### src/mem_pkg.sv
package mem_pkg;

	// Datapath and address width
	localparam int XLEN = 32;

	// One byte enable per byte lane of a word
	localparam int BE_W = XLEN / 8;

	// Instruction size, step of the sequential PC
	localparam logic [XLEN-1:0] PC_STEP = 'd4;

	// Memory operation issued to the load/store unit
	typedef enum logic [2:0] {
		LB,
		LBU,
		LH,
		LHU,
		LW,
		SB,
		SH,
		SW
	} ldst_type_t;

	// Tag of the requester that owns an L2 access
	typedef enum logic {
		SRC_FETCH,
		SRC_DATA
	} l2_src_e;

	// Exceptions reported with a completed memory operation
	typedef enum logic [1:0] {
		E_NONE,
		E_LD_MISALIGN,
		E_ST_MISALIGN
	} except_code_t;

endpackage

### src/l2_chan_if.sv
interface l2_chan_if;
	import mem_pkg::*;

	// Request side, held stable from raise to transfer
	logic            req_valid;
	logic [XLEN-1:0] req_addr;
	logic            req_we;
	logic [BE_W-1:0] req_be;
	logic [XLEN-1:0] req_wdata;

	// Only high for the channel that owns the grant
	logic            req_rdy;

	// One-cycle answer pulse, never stalled
	logic            ans_valid;
	logic [XLEN-1:0] ans_rdata;

	modport requester (
		output req_valid,
		output req_addr,
		output req_we,
		output req_be,
		output req_wdata,
		input  req_rdy,
		input  ans_valid,
		input  ans_rdata
	);

	modport arbiter (
		input  req_valid,
		input  req_addr,
		input  req_we,
		input  req_be,
		input  req_wdata,
		output req_rdy,
		output ans_valid,
		output ans_rdata
	);

endinterface

### src/ifetch_unit.sv
module ifetch_unit #(
	parameter logic [mem_pkg::XLEN-1:0] BOOT_PC = '0
) (
	input  logic                     clk_i,
	input  logic                     rst_i,
	input  logic                     flush_i,
	input  logic [mem_pkg::XLEN-1:0] flush_pc_i,
	output logic [mem_pkg::XLEN-1:0] ins_o,
	output logic [mem_pkg::XLEN-1:0] pc_o,
	output logic                     ins_valid_o,
	input  logic                     ins_ready_i,
	l2_chan_if.requester             ch
);
	import mem_pkg::*;

	// Program counter and address of the request in flight
	logic [XLEN-1:0] pc_q;
	logic [XLEN-1:0] req_addr_q;

	// Request raised, waiting for the arbiter
	logic req_valid_q;
	// Request transferred, answer not back yet
	logic pend_q;
	// Outstanding access belongs to a flushed stream
	logic stale_q;

	// Output buffer
	logic            buf_valid_q;
	logic [XLEN-1:0] buf_ins_q;
	logic [XLEN-1:0] buf_pc_q;

	logic req_done;
	logic ans_take;
	logic buf_free;
	logic issue;

	assign req_done = req_valid_q && ch.req_rdy;
	// Answers of a flushed stream never reach the buffer
	assign ans_take = ch.ans_valid && !stale_q && !flush_i;
	// Buffer empty, or drained this cycle
	assign buf_free = !buf_valid_q || ins_ready_i;
	assign issue    = !flush_i && !req_valid_q && !pend_q && buf_free;

	// Fetch is read only, whole word
	assign ch.req_valid = req_valid_q;
	assign ch.req_addr  = req_addr_q;
	assign ch.req_we    = 1'b0;
	assign ch.req_be    = '1;
	assign ch.req_wdata = '0;

	assign ins_o       = buf_ins_q;
	assign pc_o        = buf_pc_q;
	assign ins_valid_o = buf_valid_q;

	always_ff @(posedge clk_i) begin
		if (rst_i) begin
			pc_q        <= BOOT_PC;
			req_valid_q <= 1'b0;
			pend_q      <= 1'b0;
			stale_q     <= 1'b0;
			buf_valid_q <= 1'b0;
		end else begin
			// Handshake with the arbiter
			if (req_done) begin
				req_valid_q <= 1'b0;
			end else if (issue) begin
				req_valid_q <= 1'b1;
			end
			if (ch.ans_valid) begin
				pend_q <= 1'b0;
			end else if (req_done) begin
				pend_q <= 1'b1;
			end
			// Mark whatever is still outstanding after a flush
			if (flush_i) begin
				stale_q <= req_valid_q || (pend_q && !ch.ans_valid);
			end else if (ch.ans_valid) begin
				stale_q <= 1'b0;
			end
			// Buffer fill and drain
			if (flush_i) begin
				buf_valid_q <= 1'b0;
			end else if (ans_take) begin
				buf_valid_q <= 1'b1;
			end else if (ins_ready_i) begin
				buf_valid_q <= 1'b0;
			end
			// Redirect wins over sequential advance
			if (flush_i) begin
				pc_q <= flush_pc_i;
			end else if (ans_take) begin
				pc_q <= req_addr_q + PC_STEP;
			end
		end
	end

	// Payload, valid only under the flags above
	always_ff @(posedge clk_i) begin
		if (issue) begin
			req_addr_q <= pc_q;
		end
		if (ans_take) begin
			buf_ins_q <= ch.ans_rdata;
			buf_pc_q  <= req_addr_q;
		end
	end

endmodule

### src/ldst_unit.sv
module ldst_unit (
	input  logic                     clk_i,
	input  logic                     rst_i,
	input  logic                     op_valid_i,
	output logic                     op_ready_o,
	input  mem_pkg::ldst_type_t      op_type_i,
	input  logic [mem_pkg::XLEN-1:0] op_addr_i,
	input  logic [mem_pkg::XLEN-1:0] op_wdata_i,
	output logic                     done_valid_o,
	input  logic                     done_ready_i,
	output logic [mem_pkg::XLEN-1:0] ld_data_o,
	output logic                     except_raised_o,
	output mem_pkg::except_code_t    except_code_o,
	l2_chan_if.requester             ch
);
	import mem_pkg::*;

	typedef enum logic [1:0] {
		S_IDLE,
		S_REQ,
		S_WAIT,
		S_DONE
	} state_e;

	state_e state_q;

	// Registered operation
	ldst_type_t      type_q;
	logic [1:0]      off_q;
	logic [XLEN-1:0] addr_q;
	logic            we_q;
	logic [BE_W-1:0] be_q;
	logic [XLEN-1:0] wdata_q;

	// Result
	logic [XLEN-1:0] ld_data_q;
	logic            exc_q;
	except_code_t    code_q;

	logic            accept;
	logic            is_half;
	logic            is_word;
	logic            is_store;
	logic            misalign;
	logic [BE_W-1:0] be_d;
	logic [XLEN-1:0] wdata_d;
	logic [XLEN-1:0] lane;
	logic [XLEN-1:0] ext_d;

	assign accept = op_valid_i && (state_q == S_IDLE);

	// Decode of the incoming op
	always_comb begin
		is_half  = op_type_i inside {LH, LHU, SH};
		is_word  = op_type_i inside {LW, SW};
		is_store = op_type_i inside {SB, SH, SW};
		misalign = (is_half && op_addr_i[0]) || (is_word && (op_addr_i[1:0] != 2'b00));
		// Store data moved into its byte lanes
		case (op_type_i)
			SB: begin
				be_d    = 4'b0001 << op_addr_i[1:0];
				wdata_d = {{(XLEN-8){1'b0}}, op_wdata_i[7:0]} << {op_addr_i[1:0], 3'b000};
			end
			SH: begin
				be_d    = 4'b0011 << op_addr_i[1:0];
				wdata_d = {{(XLEN-16){1'b0}}, op_wdata_i[15:0]} << {op_addr_i[1:0], 3'b000};
			end
			default: begin
				be_d    = '1;
				wdata_d = op_wdata_i;
			end
		endcase
	end

	// Lane extraction and extension of load data
	always_comb begin
		lane = ch.ans_rdata >> {off_q, 3'b000};
		case (type_q)
			LB:      ext_d = {{(XLEN-8){lane[7]}}, lane[7:0]};
			LBU:     ext_d = {{(XLEN-8){1'b0}}, lane[7:0]};
			LH:      ext_d = {{(XLEN-16){lane[15]}}, lane[15:0]};
			LHU:     ext_d = {{(XLEN-16){1'b0}}, lane[15:0]};
			LW:      ext_d = lane;
			// Stores return zero
			default: ext_d = '0;
		endcase
	end

	always_ff @(posedge clk_i) begin
		if (rst_i) begin
			state_q <= S_IDLE;
			exc_q   <= 1'b0;
		end else begin
			case (state_q)
				S_IDLE: begin
					if (accept) begin
						// Misaligned ops skip the L2 entirely
						state_q <= misalign ? S_DONE : S_REQ;
						exc_q   <= misalign;
					end
				end
				S_REQ: begin
					if (ch.req_rdy) begin
						state_q <= S_WAIT;
					end
				end
				S_WAIT: begin
					if (ch.ans_valid) begin
						state_q <= S_DONE;
					end
				end
				default: begin
					if (done_ready_i) begin
						state_q <= S_IDLE;
						exc_q   <= 1'b0;
					end
				end
			endcase
		end
	end

	always_ff @(posedge clk_i) begin
		if (accept) begin
			type_q    <= op_type_i;
			off_q     <= op_addr_i[1:0];
			addr_q    <= {op_addr_i[XLEN-1:2], 2'b00};
			we_q      <= is_store;
			be_q      <= be_d;
			wdata_q   <= wdata_d;
			ld_data_q <= '0;
			if (!misalign) begin
				code_q <= E_NONE;
			end else begin
				code_q <= is_store ? E_ST_MISALIGN : E_LD_MISALIGN;
			end
		end
		if ((state_q == S_WAIT) && ch.ans_valid) begin
			ld_data_q <= ext_d;
		end
	end

	assign ch.req_valid = (state_q == S_REQ);
	assign ch.req_addr  = addr_q;
	assign ch.req_we    = we_q;
	assign ch.req_be    = be_q;
	assign ch.req_wdata = wdata_q;

	assign op_ready_o      = (state_q == S_IDLE);
	assign done_valid_o    = (state_q == S_DONE);
	assign ld_data_o       = ld_data_q;
	assign except_raised_o = exc_q;
	assign except_code_o   = code_q;

endmodule

### src/l2_arbiter.sv
module l2_arbiter (
	input  logic                     clk_i,
	input  logic                     rst_i,
	l2_chan_if.arbiter               fetch_ch,
	l2_chan_if.arbiter               data_ch,
	output logic                     l2_req_valid_o,
	output logic [mem_pkg::XLEN-1:0] l2_req_addr_o,
	output logic                     l2_req_we_o,
	output logic [mem_pkg::BE_W-1:0] l2_req_be_o,
	output logic [mem_pkg::XLEN-1:0] l2_req_wdata_o,
	output mem_pkg::l2_src_e         l2_req_src_o,
	input  logic                     l2_req_rdy_i,
	input  logic                     l2_ans_valid_i,
	input  logic [mem_pkg::XLEN-1:0] l2_ans_rdata_i,
	input  mem_pkg::l2_src_e         l2_ans_src_i
);
	import mem_pkg::*;

	// Grant held while a request waits on the L2
	logic    lock_q;
	l2_src_e lock_src_q;
	l2_src_e sel;

	// Data side has priority unless a grant is locked
	always_comb begin
		if (lock_q) begin
			sel = lock_src_q;
		end else if (data_ch.req_valid) begin
			sel = SRC_DATA;
		end else begin
			sel = SRC_FETCH;
		end
	end

	// Request mux
	always_comb begin
		if (sel == SRC_DATA) begin
			l2_req_valid_o = data_ch.req_valid;
			l2_req_addr_o  = data_ch.req_addr;
			l2_req_we_o    = data_ch.req_we;
			l2_req_be_o    = data_ch.req_be;
			l2_req_wdata_o = data_ch.req_wdata;
		end else begin
			l2_req_valid_o = fetch_ch.req_valid;
			l2_req_addr_o  = fetch_ch.req_addr;
			l2_req_we_o    = fetch_ch.req_we;
			l2_req_be_o    = fetch_ch.req_be;
			l2_req_wdata_o = fetch_ch.req_wdata;
		end
	end

	assign l2_req_src_o = sel;

	// Ready reaches the granted channel only
	assign data_ch.req_rdy  = l2_req_rdy_i && (sel == SRC_DATA);
	assign fetch_ch.req_rdy = l2_req_rdy_i && (sel == SRC_FETCH);

	// Answers steered by their source tag
	assign data_ch.ans_valid  = l2_ans_valid_i && (l2_ans_src_i == SRC_DATA);
	assign fetch_ch.ans_valid = l2_ans_valid_i && (l2_ans_src_i == SRC_FETCH);
	assign data_ch.ans_rdata  = l2_ans_rdata_i;
	assign fetch_ch.ans_rdata = l2_ans_rdata_i;

	always_ff @(posedge clk_i) begin
		if (rst_i) begin
			lock_q     <= 1'b0;
			lock_src_q <= SRC_FETCH;
		end else if (l2_req_valid_o && !l2_req_rdy_i) begin
			// Stalled, keep this owner until it transfers
			lock_q     <= 1'b1;
			lock_src_q <= sel;
		end else if (l2_req_valid_o) begin
			lock_q <= 1'b0;
		end
	end

endmodule

### src/data_path_memory.sv
module data_path_memory #(
	parameter logic [mem_pkg::XLEN-1:0] BOOT_PC = '0
) (
	input  logic                     clk_i,
	input  logic                     rst_i,

	// Fetch redirect and instruction output
	input  logic                     flush_i,
	input  logic [mem_pkg::XLEN-1:0] flush_pc_i,
	output logic [mem_pkg::XLEN-1:0] ins_o,
	output logic [mem_pkg::XLEN-1:0] pc_o,
	output logic                     ins_valid_o,
	input  logic                     ins_ready_i,

	// Memory operations
	input  logic                     op_valid_i,
	output logic                     op_ready_o,
	input  mem_pkg::ldst_type_t      op_type_i,
	input  logic [mem_pkg::XLEN-1:0] op_addr_i,
	input  logic [mem_pkg::XLEN-1:0] op_wdata_i,
	output logic                     done_valid_o,
	input  logic                     done_ready_i,
	output logic [mem_pkg::XLEN-1:0] ld_data_o,
	output logic                     except_raised_o,
	output mem_pkg::except_code_t    except_code_o,

	// External L2 port
	output logic                     l2_req_valid_o,
	output logic [mem_pkg::XLEN-1:0] l2_req_addr_o,
	output logic                     l2_req_we_o,
	output logic [mem_pkg::BE_W-1:0] l2_req_be_o,
	output logic [mem_pkg::XLEN-1:0] l2_req_wdata_o,
	output mem_pkg::l2_src_e         l2_req_src_o,
	input  logic                     l2_req_rdy_i,
	input  logic                     l2_ans_valid_i,
	input  logic [mem_pkg::XLEN-1:0] l2_ans_rdata_i,
	input  mem_pkg::l2_src_e         l2_ans_src_i
);

	// One channel per requester into the arbiter
	l2_chan_if fetch_ch ();
	l2_chan_if data_ch ();

	ifetch_unit #(
		.BOOT_PC (BOOT_PC)
	) u_ifetch (
		.clk_i       (clk_i),
		.rst_i       (rst_i),
		.flush_i     (flush_i),
		.flush_pc_i  (flush_pc_i),
		.ins_o       (ins_o),
		.pc_o        (pc_o),
		.ins_valid_o (ins_valid_o),
		.ins_ready_i (ins_ready_i),
		.ch          (fetch_ch.requester)
	);

	ldst_unit u_ldst (
		.clk_i           (clk_i),
		.rst_i           (rst_i),
		.op_valid_i      (op_valid_i),
		.op_ready_o      (op_ready_o),
		.op_type_i       (op_type_i),
		.op_addr_i       (op_addr_i),
		.op_wdata_i      (op_wdata_i),
		.done_valid_o    (done_valid_o),
		.done_ready_i    (done_ready_i),
		.ld_data_o       (ld_data_o),
		.except_raised_o (except_raised_o),
		.except_code_o   (except_code_o),
		.ch              (data_ch.requester)
	);

	l2_arbiter u_arb (
		.clk_i          (clk_i),
		.rst_i          (rst_i),
		.fetch_ch       (fetch_ch.arbiter),
		.data_ch        (data_ch.arbiter),
		.l2_req_valid_o (l2_req_valid_o),
		.l2_req_addr_o  (l2_req_addr_o),
		.l2_req_we_o    (l2_req_we_o),
		.l2_req_be_o    (l2_req_be_o),
		.l2_req_wdata_o (l2_req_wdata_o),
		.l2_req_src_o   (l2_req_src_o),
		.l2_req_rdy_i   (l2_req_rdy_i),
		.l2_ans_valid_i (l2_ans_valid_i),
		.l2_ans_rdata_i (l2_ans_rdata_i),
		.l2_ans_src_i   (l2_ans_src_i)
	);

endmodule

### config.mk
export PLATFORM = sky130hd
export DESIGN_NAME = data_path_memory
export DESIGN_NICKNAME = d
export VERILOG_FILES = /design/src/mem_pkg.sv /design/src/l2_chan_if.sv /design/src/ifetch_unit.sv /design/src/ldst_unit.sv /design/src/l2_arbiter.sv /design/src/data_path_memory.sv
export SDC_FILE = /design/constraint.sdc
export NUM_CORES = 1
export LEC_CHECK = 0
export ABC_CLOCK_PERIOD_IN_PS = 4900
export BUFFER_PORTS_ARGS = -buffer_cell sky130_fd_sc_hd__buf_4
export CORE_MARGIN = 3
export CORE_UTILIZATION = 52
export DETAILED_ROUTE_END_ITERATION = 16
export HOLD_SLACK_MARGIN = 0.02
export MAX_ROUTING_LAYER = met4
export PLACE_DENSITY = 0.76
export SLEW_MARGIN = 20
export SYNTH_ARGS = -nofsm -noshare
export SYNTH_HDL_FRONTEND = slang
export SYNTH_SLANG_ARGS = --single-unit
### constraint.sdc
create_clock -name clk_i -period 4.9 [get_ports clk_i]
set_input_delay 0.245 -clock clk_i [delete_from_list [all_inputs] [get_ports clk_i]]
set_output_delay 0.245 -clock clk_i [all_outputs]
set_load 0.01 [all_outputs]
==> metrics list <==
- Clock root cell: sky130_fd_sc_hd__clkbuf_16
- The first global-routing pass estimated 46600 um of wire.
- Routed wire length: 30600 um
* Worst-case register-to-register setup slack: 1.92 ns
* Capture point of the worst reg-to-reg path: u_ldst.ld_data_o[26]
- In the synthesized netlist the async set-or-reset flop fraction comes to 0%.
* Slew of the pin with the lowest slew margin: 1.07 ns
- Final critical path time including I/O delays and setup: 3.19 ns
- For this run, global-route usage on met2 was measured as between 40% and 50%.
- Summing every instance area after synthesis gives 10800 sq um.
* Max-cap violations: 0
- Data required time of the worst path: 4.66 ns
* GRT overflow: 0
- The total area inside the core boundary comes to 20300 sq um.
- Registers take roughly 6900 sq um.
* DRT Pass-1 Iters: 7
- In this run the worst path has a maximum fanout of 52.
- The worst hold path begins at op_wdata_i[12].
- Detailed placement ended at an HPWL of just under 20000 um.
* Pwr per Cell Area: 405 nW/um^2
* Number of buffers created by CTS: 26
- Clock latency on the worst-skew pair, taken at its later pin, is between 0.5 and 0.6 ns.
- Footprint of the multi-input gates: approximately 3700 sq um
- The initial antenna violation count came to 0.
- The worst hold path was traced through 2 stages.
* Synthesis Warnings: 0
- The global routing stage identified its most utilized layer as met2.
- Synthesized net count: 1008
- Maximum ir drop on the vdd rail: 284 uV
- Counting distinct cell types in the post-synthesis netlist gives 63.
* DRC violations left: 0
- Finished Layout Cells: roughly 1500
- Cts repair resizes: 0
* Via count of the first global-routing pass: around 8700
- The tightest hold path in the finished design has a slack of slightly above 0.05 ns.
* Count of port buffers added during placement: 312
* Critical Path Start Type: flip-flop
- By area the synthesized netlist is led by sky130_fd_sc_hd__edfxtp_1 (56%), sky130_fd_sc_hd__dfxtp_1 (7.6%), sky130_fd_sc_hd__mux2_2 (4.2%).
- The run finished with clean final reports.
- Met1 Resource Use GR: 34.6%
- Die span in y: about 150 um
- Peak Freq: 0.313 GHz
* Clock sink count: 243
- Util after Layout: between 70% and 80%
- Antenna fix cells: 0
* Final Max Slew Viols: 0
- Including well taps, the total number of placed cells is 1397.
- Post-Place Worst Slack: 1.92 ns
* GR Layer Usage met3: between 6 and 7%
* Register clock-pin slew on the reported worst setup and hold paths: 0.06 ns
- RD Place Congestion: 0.807
- Number of primary I/O pins: 313
* Part of the Yosys area used for sequential elements: a little under two thirds
- Via count: 8740
* Horizontal die dimension: 150 um
- Number of instances in the synthesized netlist: about 860
* Endpoint class of the critical path: output port
- Compared with the post-synthesis result, the final layout area differs by 39.8%.
- # setup viols final: 0
* Critical R2R Launch: u_ldst.off_q[1]
- Average footprint of a synthesized cell: 12.5 sq um
- Number of DRC markers in iteration 0: around 640
* Largest clock skew in the final design: 0.0121 ns
* Site Rows: 52
- In this run the tightest slew margin relative to its limit is 28.9%.
- Final critical-path share of the clock period: 65.2%
- Summed over all failing endpoints, the final setup total negative slack is 0 ns.
- At the worst endpoint, the arrival time is 2.95 ns.
- Area enclosed by the die boundary: about 22000 sq um
- Final ANT Viol Nets: 0
- In this run, synthesis produced a sequential element count of 243.
- Unrepaired setup endpoints after global routing: false
- In this run the worst hold path is classified as in2reg.
- Destination of the worst hold path: u_ldst.ch.req_wdata[12]
- Commonest register cell after synthesis: sky130_fd_sc_hd__edfxtp_1
- The clock passes through at most 3 buffers.
* Area leader, netlist: sky130_fd_sc_hd__edfxtp_1
- Most common library cells after synthesis: sky130_fd_sc_hd__edfxtp_1 (202), sky130_fd_sc_hd__nand2_1 (85), sky130_fd_sc_hd__nor2b_1 (59)
* Starting density of the core: 53.1%
- Across every metal layer, demand over resource in global routing totals 26.9%.
- Fill cell instance count of the final layout: 1364
* Worst Setup Path Type: reg2out
* Leakage power: 5.83 nW
- In this run the biggest area consumer among cell types represents 56.3% of the synthesized area.
- Number of enable flip-flop cells after synthesis: 202
* Routed wire length per instance: 19.9 um
- The final hold violation count is 0.
- In this run the number of H-tree levels came out at 1.
- The number of cells on the worst reg-to-reg path is 5.
* Cell with the most instances after synthesis: sky130_fd_sc_hd__edfxtp_1
- The net count of the finished layout is about 1400.
- Routed via count divided by cell count: ~5.7
- TritonCTS built the clock tree.
- Entering global routing, the biggest net connects 76 pins.
- In the final layout, the share of cells above drive strength 1 is 32.3%.
* Smallest setup slack after layout: 1.71 ns
## through the flow
stage	total power, mW	cell area, sq um
final	6.10	15100
after global routing	6.38	15100
after CTS	6.13	15100
after detailed placement	4.29	13300
after global placement	4.25	13300
after floorplan	3.54	10800
## flip-flops by register name (all words and copies together) (netlist names)
name                    flops
u_ifetch.ch.req_addr       32
u_ifetch.ins_o             32
u_ifetch.pc_o              32
u_ifetch.pc_q              32
u_ldst.ch.req_wdata        32
u_ldst.ld_data_o           32
u_ldst.ch.req_addr         30
u_ldst.ch.req_be            4
u_ldst.type_q               3
u_ldst.except_code_o        2
u_ldst.off_q                2
u_ldst.state_q              2
u_arb.lock_q                1
u_arb.lock_src_q            1
u_ifetch.ch.req_valid       1
u_ifetch.ins_valid_o        1
u_ifetch.pend_q             1
u_ifetch.stale_q            1
u_ldst.ch.req_we            1
u_ldst.except_raised_o      1
## worst max-delay path by stage
stage	endpoint	from
finish	l2_req_addr_o[31]	u_ldst.state_q[1]
global route	l2_req_addr_o[31]	u_ldst.state_q[1]
CTS	l2_req_addr_o[3]	u_ldst.state_q[1]
detailed placement	u_ldst.ld_data_o[26]	u_ldst.off_q[1]
global placement	u_ldst.ld_data_o[26]	u_ldst.off_q[1]
floorplan	u_ifetch.ch.req_addr[0]	flush_i
## where the power goes
group / internal, mW / leakage (nW) / total (mW) / switching (mW)
clock network: 1.02 / 0.376 / 1.78 / 0.766
logic: 0.734 / 3.18 / 1.55 / 0.813
registers: 2.62 / 2.27 / 2.77 / 0.156
total: 4.37 / 5.83 / 6.10 / 1.74
## routing by layer
metal	routed length, um	vias up
li1	-	4056
met1	12200	4218
met2	15000	408
met3	2630	58
met4	712	0
met5	0	-
## layout by cell type (no fill, tap or decap), types with 15 or more instances in the layout
cell type	instances
sky130_fd_sc_hd__nand3_1	16
sky130_fd_sc_hd__o21ai_0	38
sky130_fd_sc_hd__dlygate4sd3_1	95
sky130_fd_sc_hd__nand2_1	85
sky130_fd_sc_hd__a211oi_1	15
sky130_fd_sc_hd__a21oi_1	37
sky130_fd_sc_hd__and2_1	20
sky130_fd_sc_hd__buf_4	319
sky130_fd_sc_hd__edfxtp_1	202
sky130_fd_sc_hd__nor2b_1	59
sky130_fd_sc_hd__mux2_2	40
sky130_fd_sc_hd__dfxtp_1	41
sky130_fd_sc_hd__nor2_1	35
sky130_fd_sc_hd__mux2i_1	15
sky130_fd_sc_hd__clkbuf_16	27
## timing repair
action | 4_1_cts | 5_1_grt
setup buffers | 0 | 0
hold buffers | 95 | 0
hold endpoints to repair | 96 | 0
## critical path, stage by stage (launching register included)
cell and delay, ns:
sky130_fd_sc_hd__dfxtp_1 0.39, sky130_fd_sc_hd__inv_1 0.09, sky130_fd_sc_hd__ha_1 0.28, sky130_fd_sc_hd__mux2i_4 0.78, sky130_fd_sc_hd__buf_12 0.33, sky130_fd_sc_hd__mux2_2 0.38, sky130_fd_sc_hd__buf_4 0.14
## kinds of logic (layout without fill, tap and decap cells)
group                    after synthesis  in the layout  share of synthesized area (%)
multiplexers                          57             57                           5.88
flip-flops                           243            243                           63.9
buffers and inverters                 66            473                           2.36
AO/OA/AOI/OAI                        183            183                           11.7
adder cells (fa/ha/maj)                6              6                          0.697
XOR/XNOR                               7              7                          0.569
AND/OR/NAND/NOR                      300            300                           14.9
## cell type report
type	instances	area share, %
timing repair buffer	415	22.3
clock buffer	37	4.80
multi-input combinational	553	24.3
sequential	243	45.7
clock inverter	10	0.282
inverter	11	0.282
tap	270	2.24
Note: power is estimated with default switching activity, not from simulation.
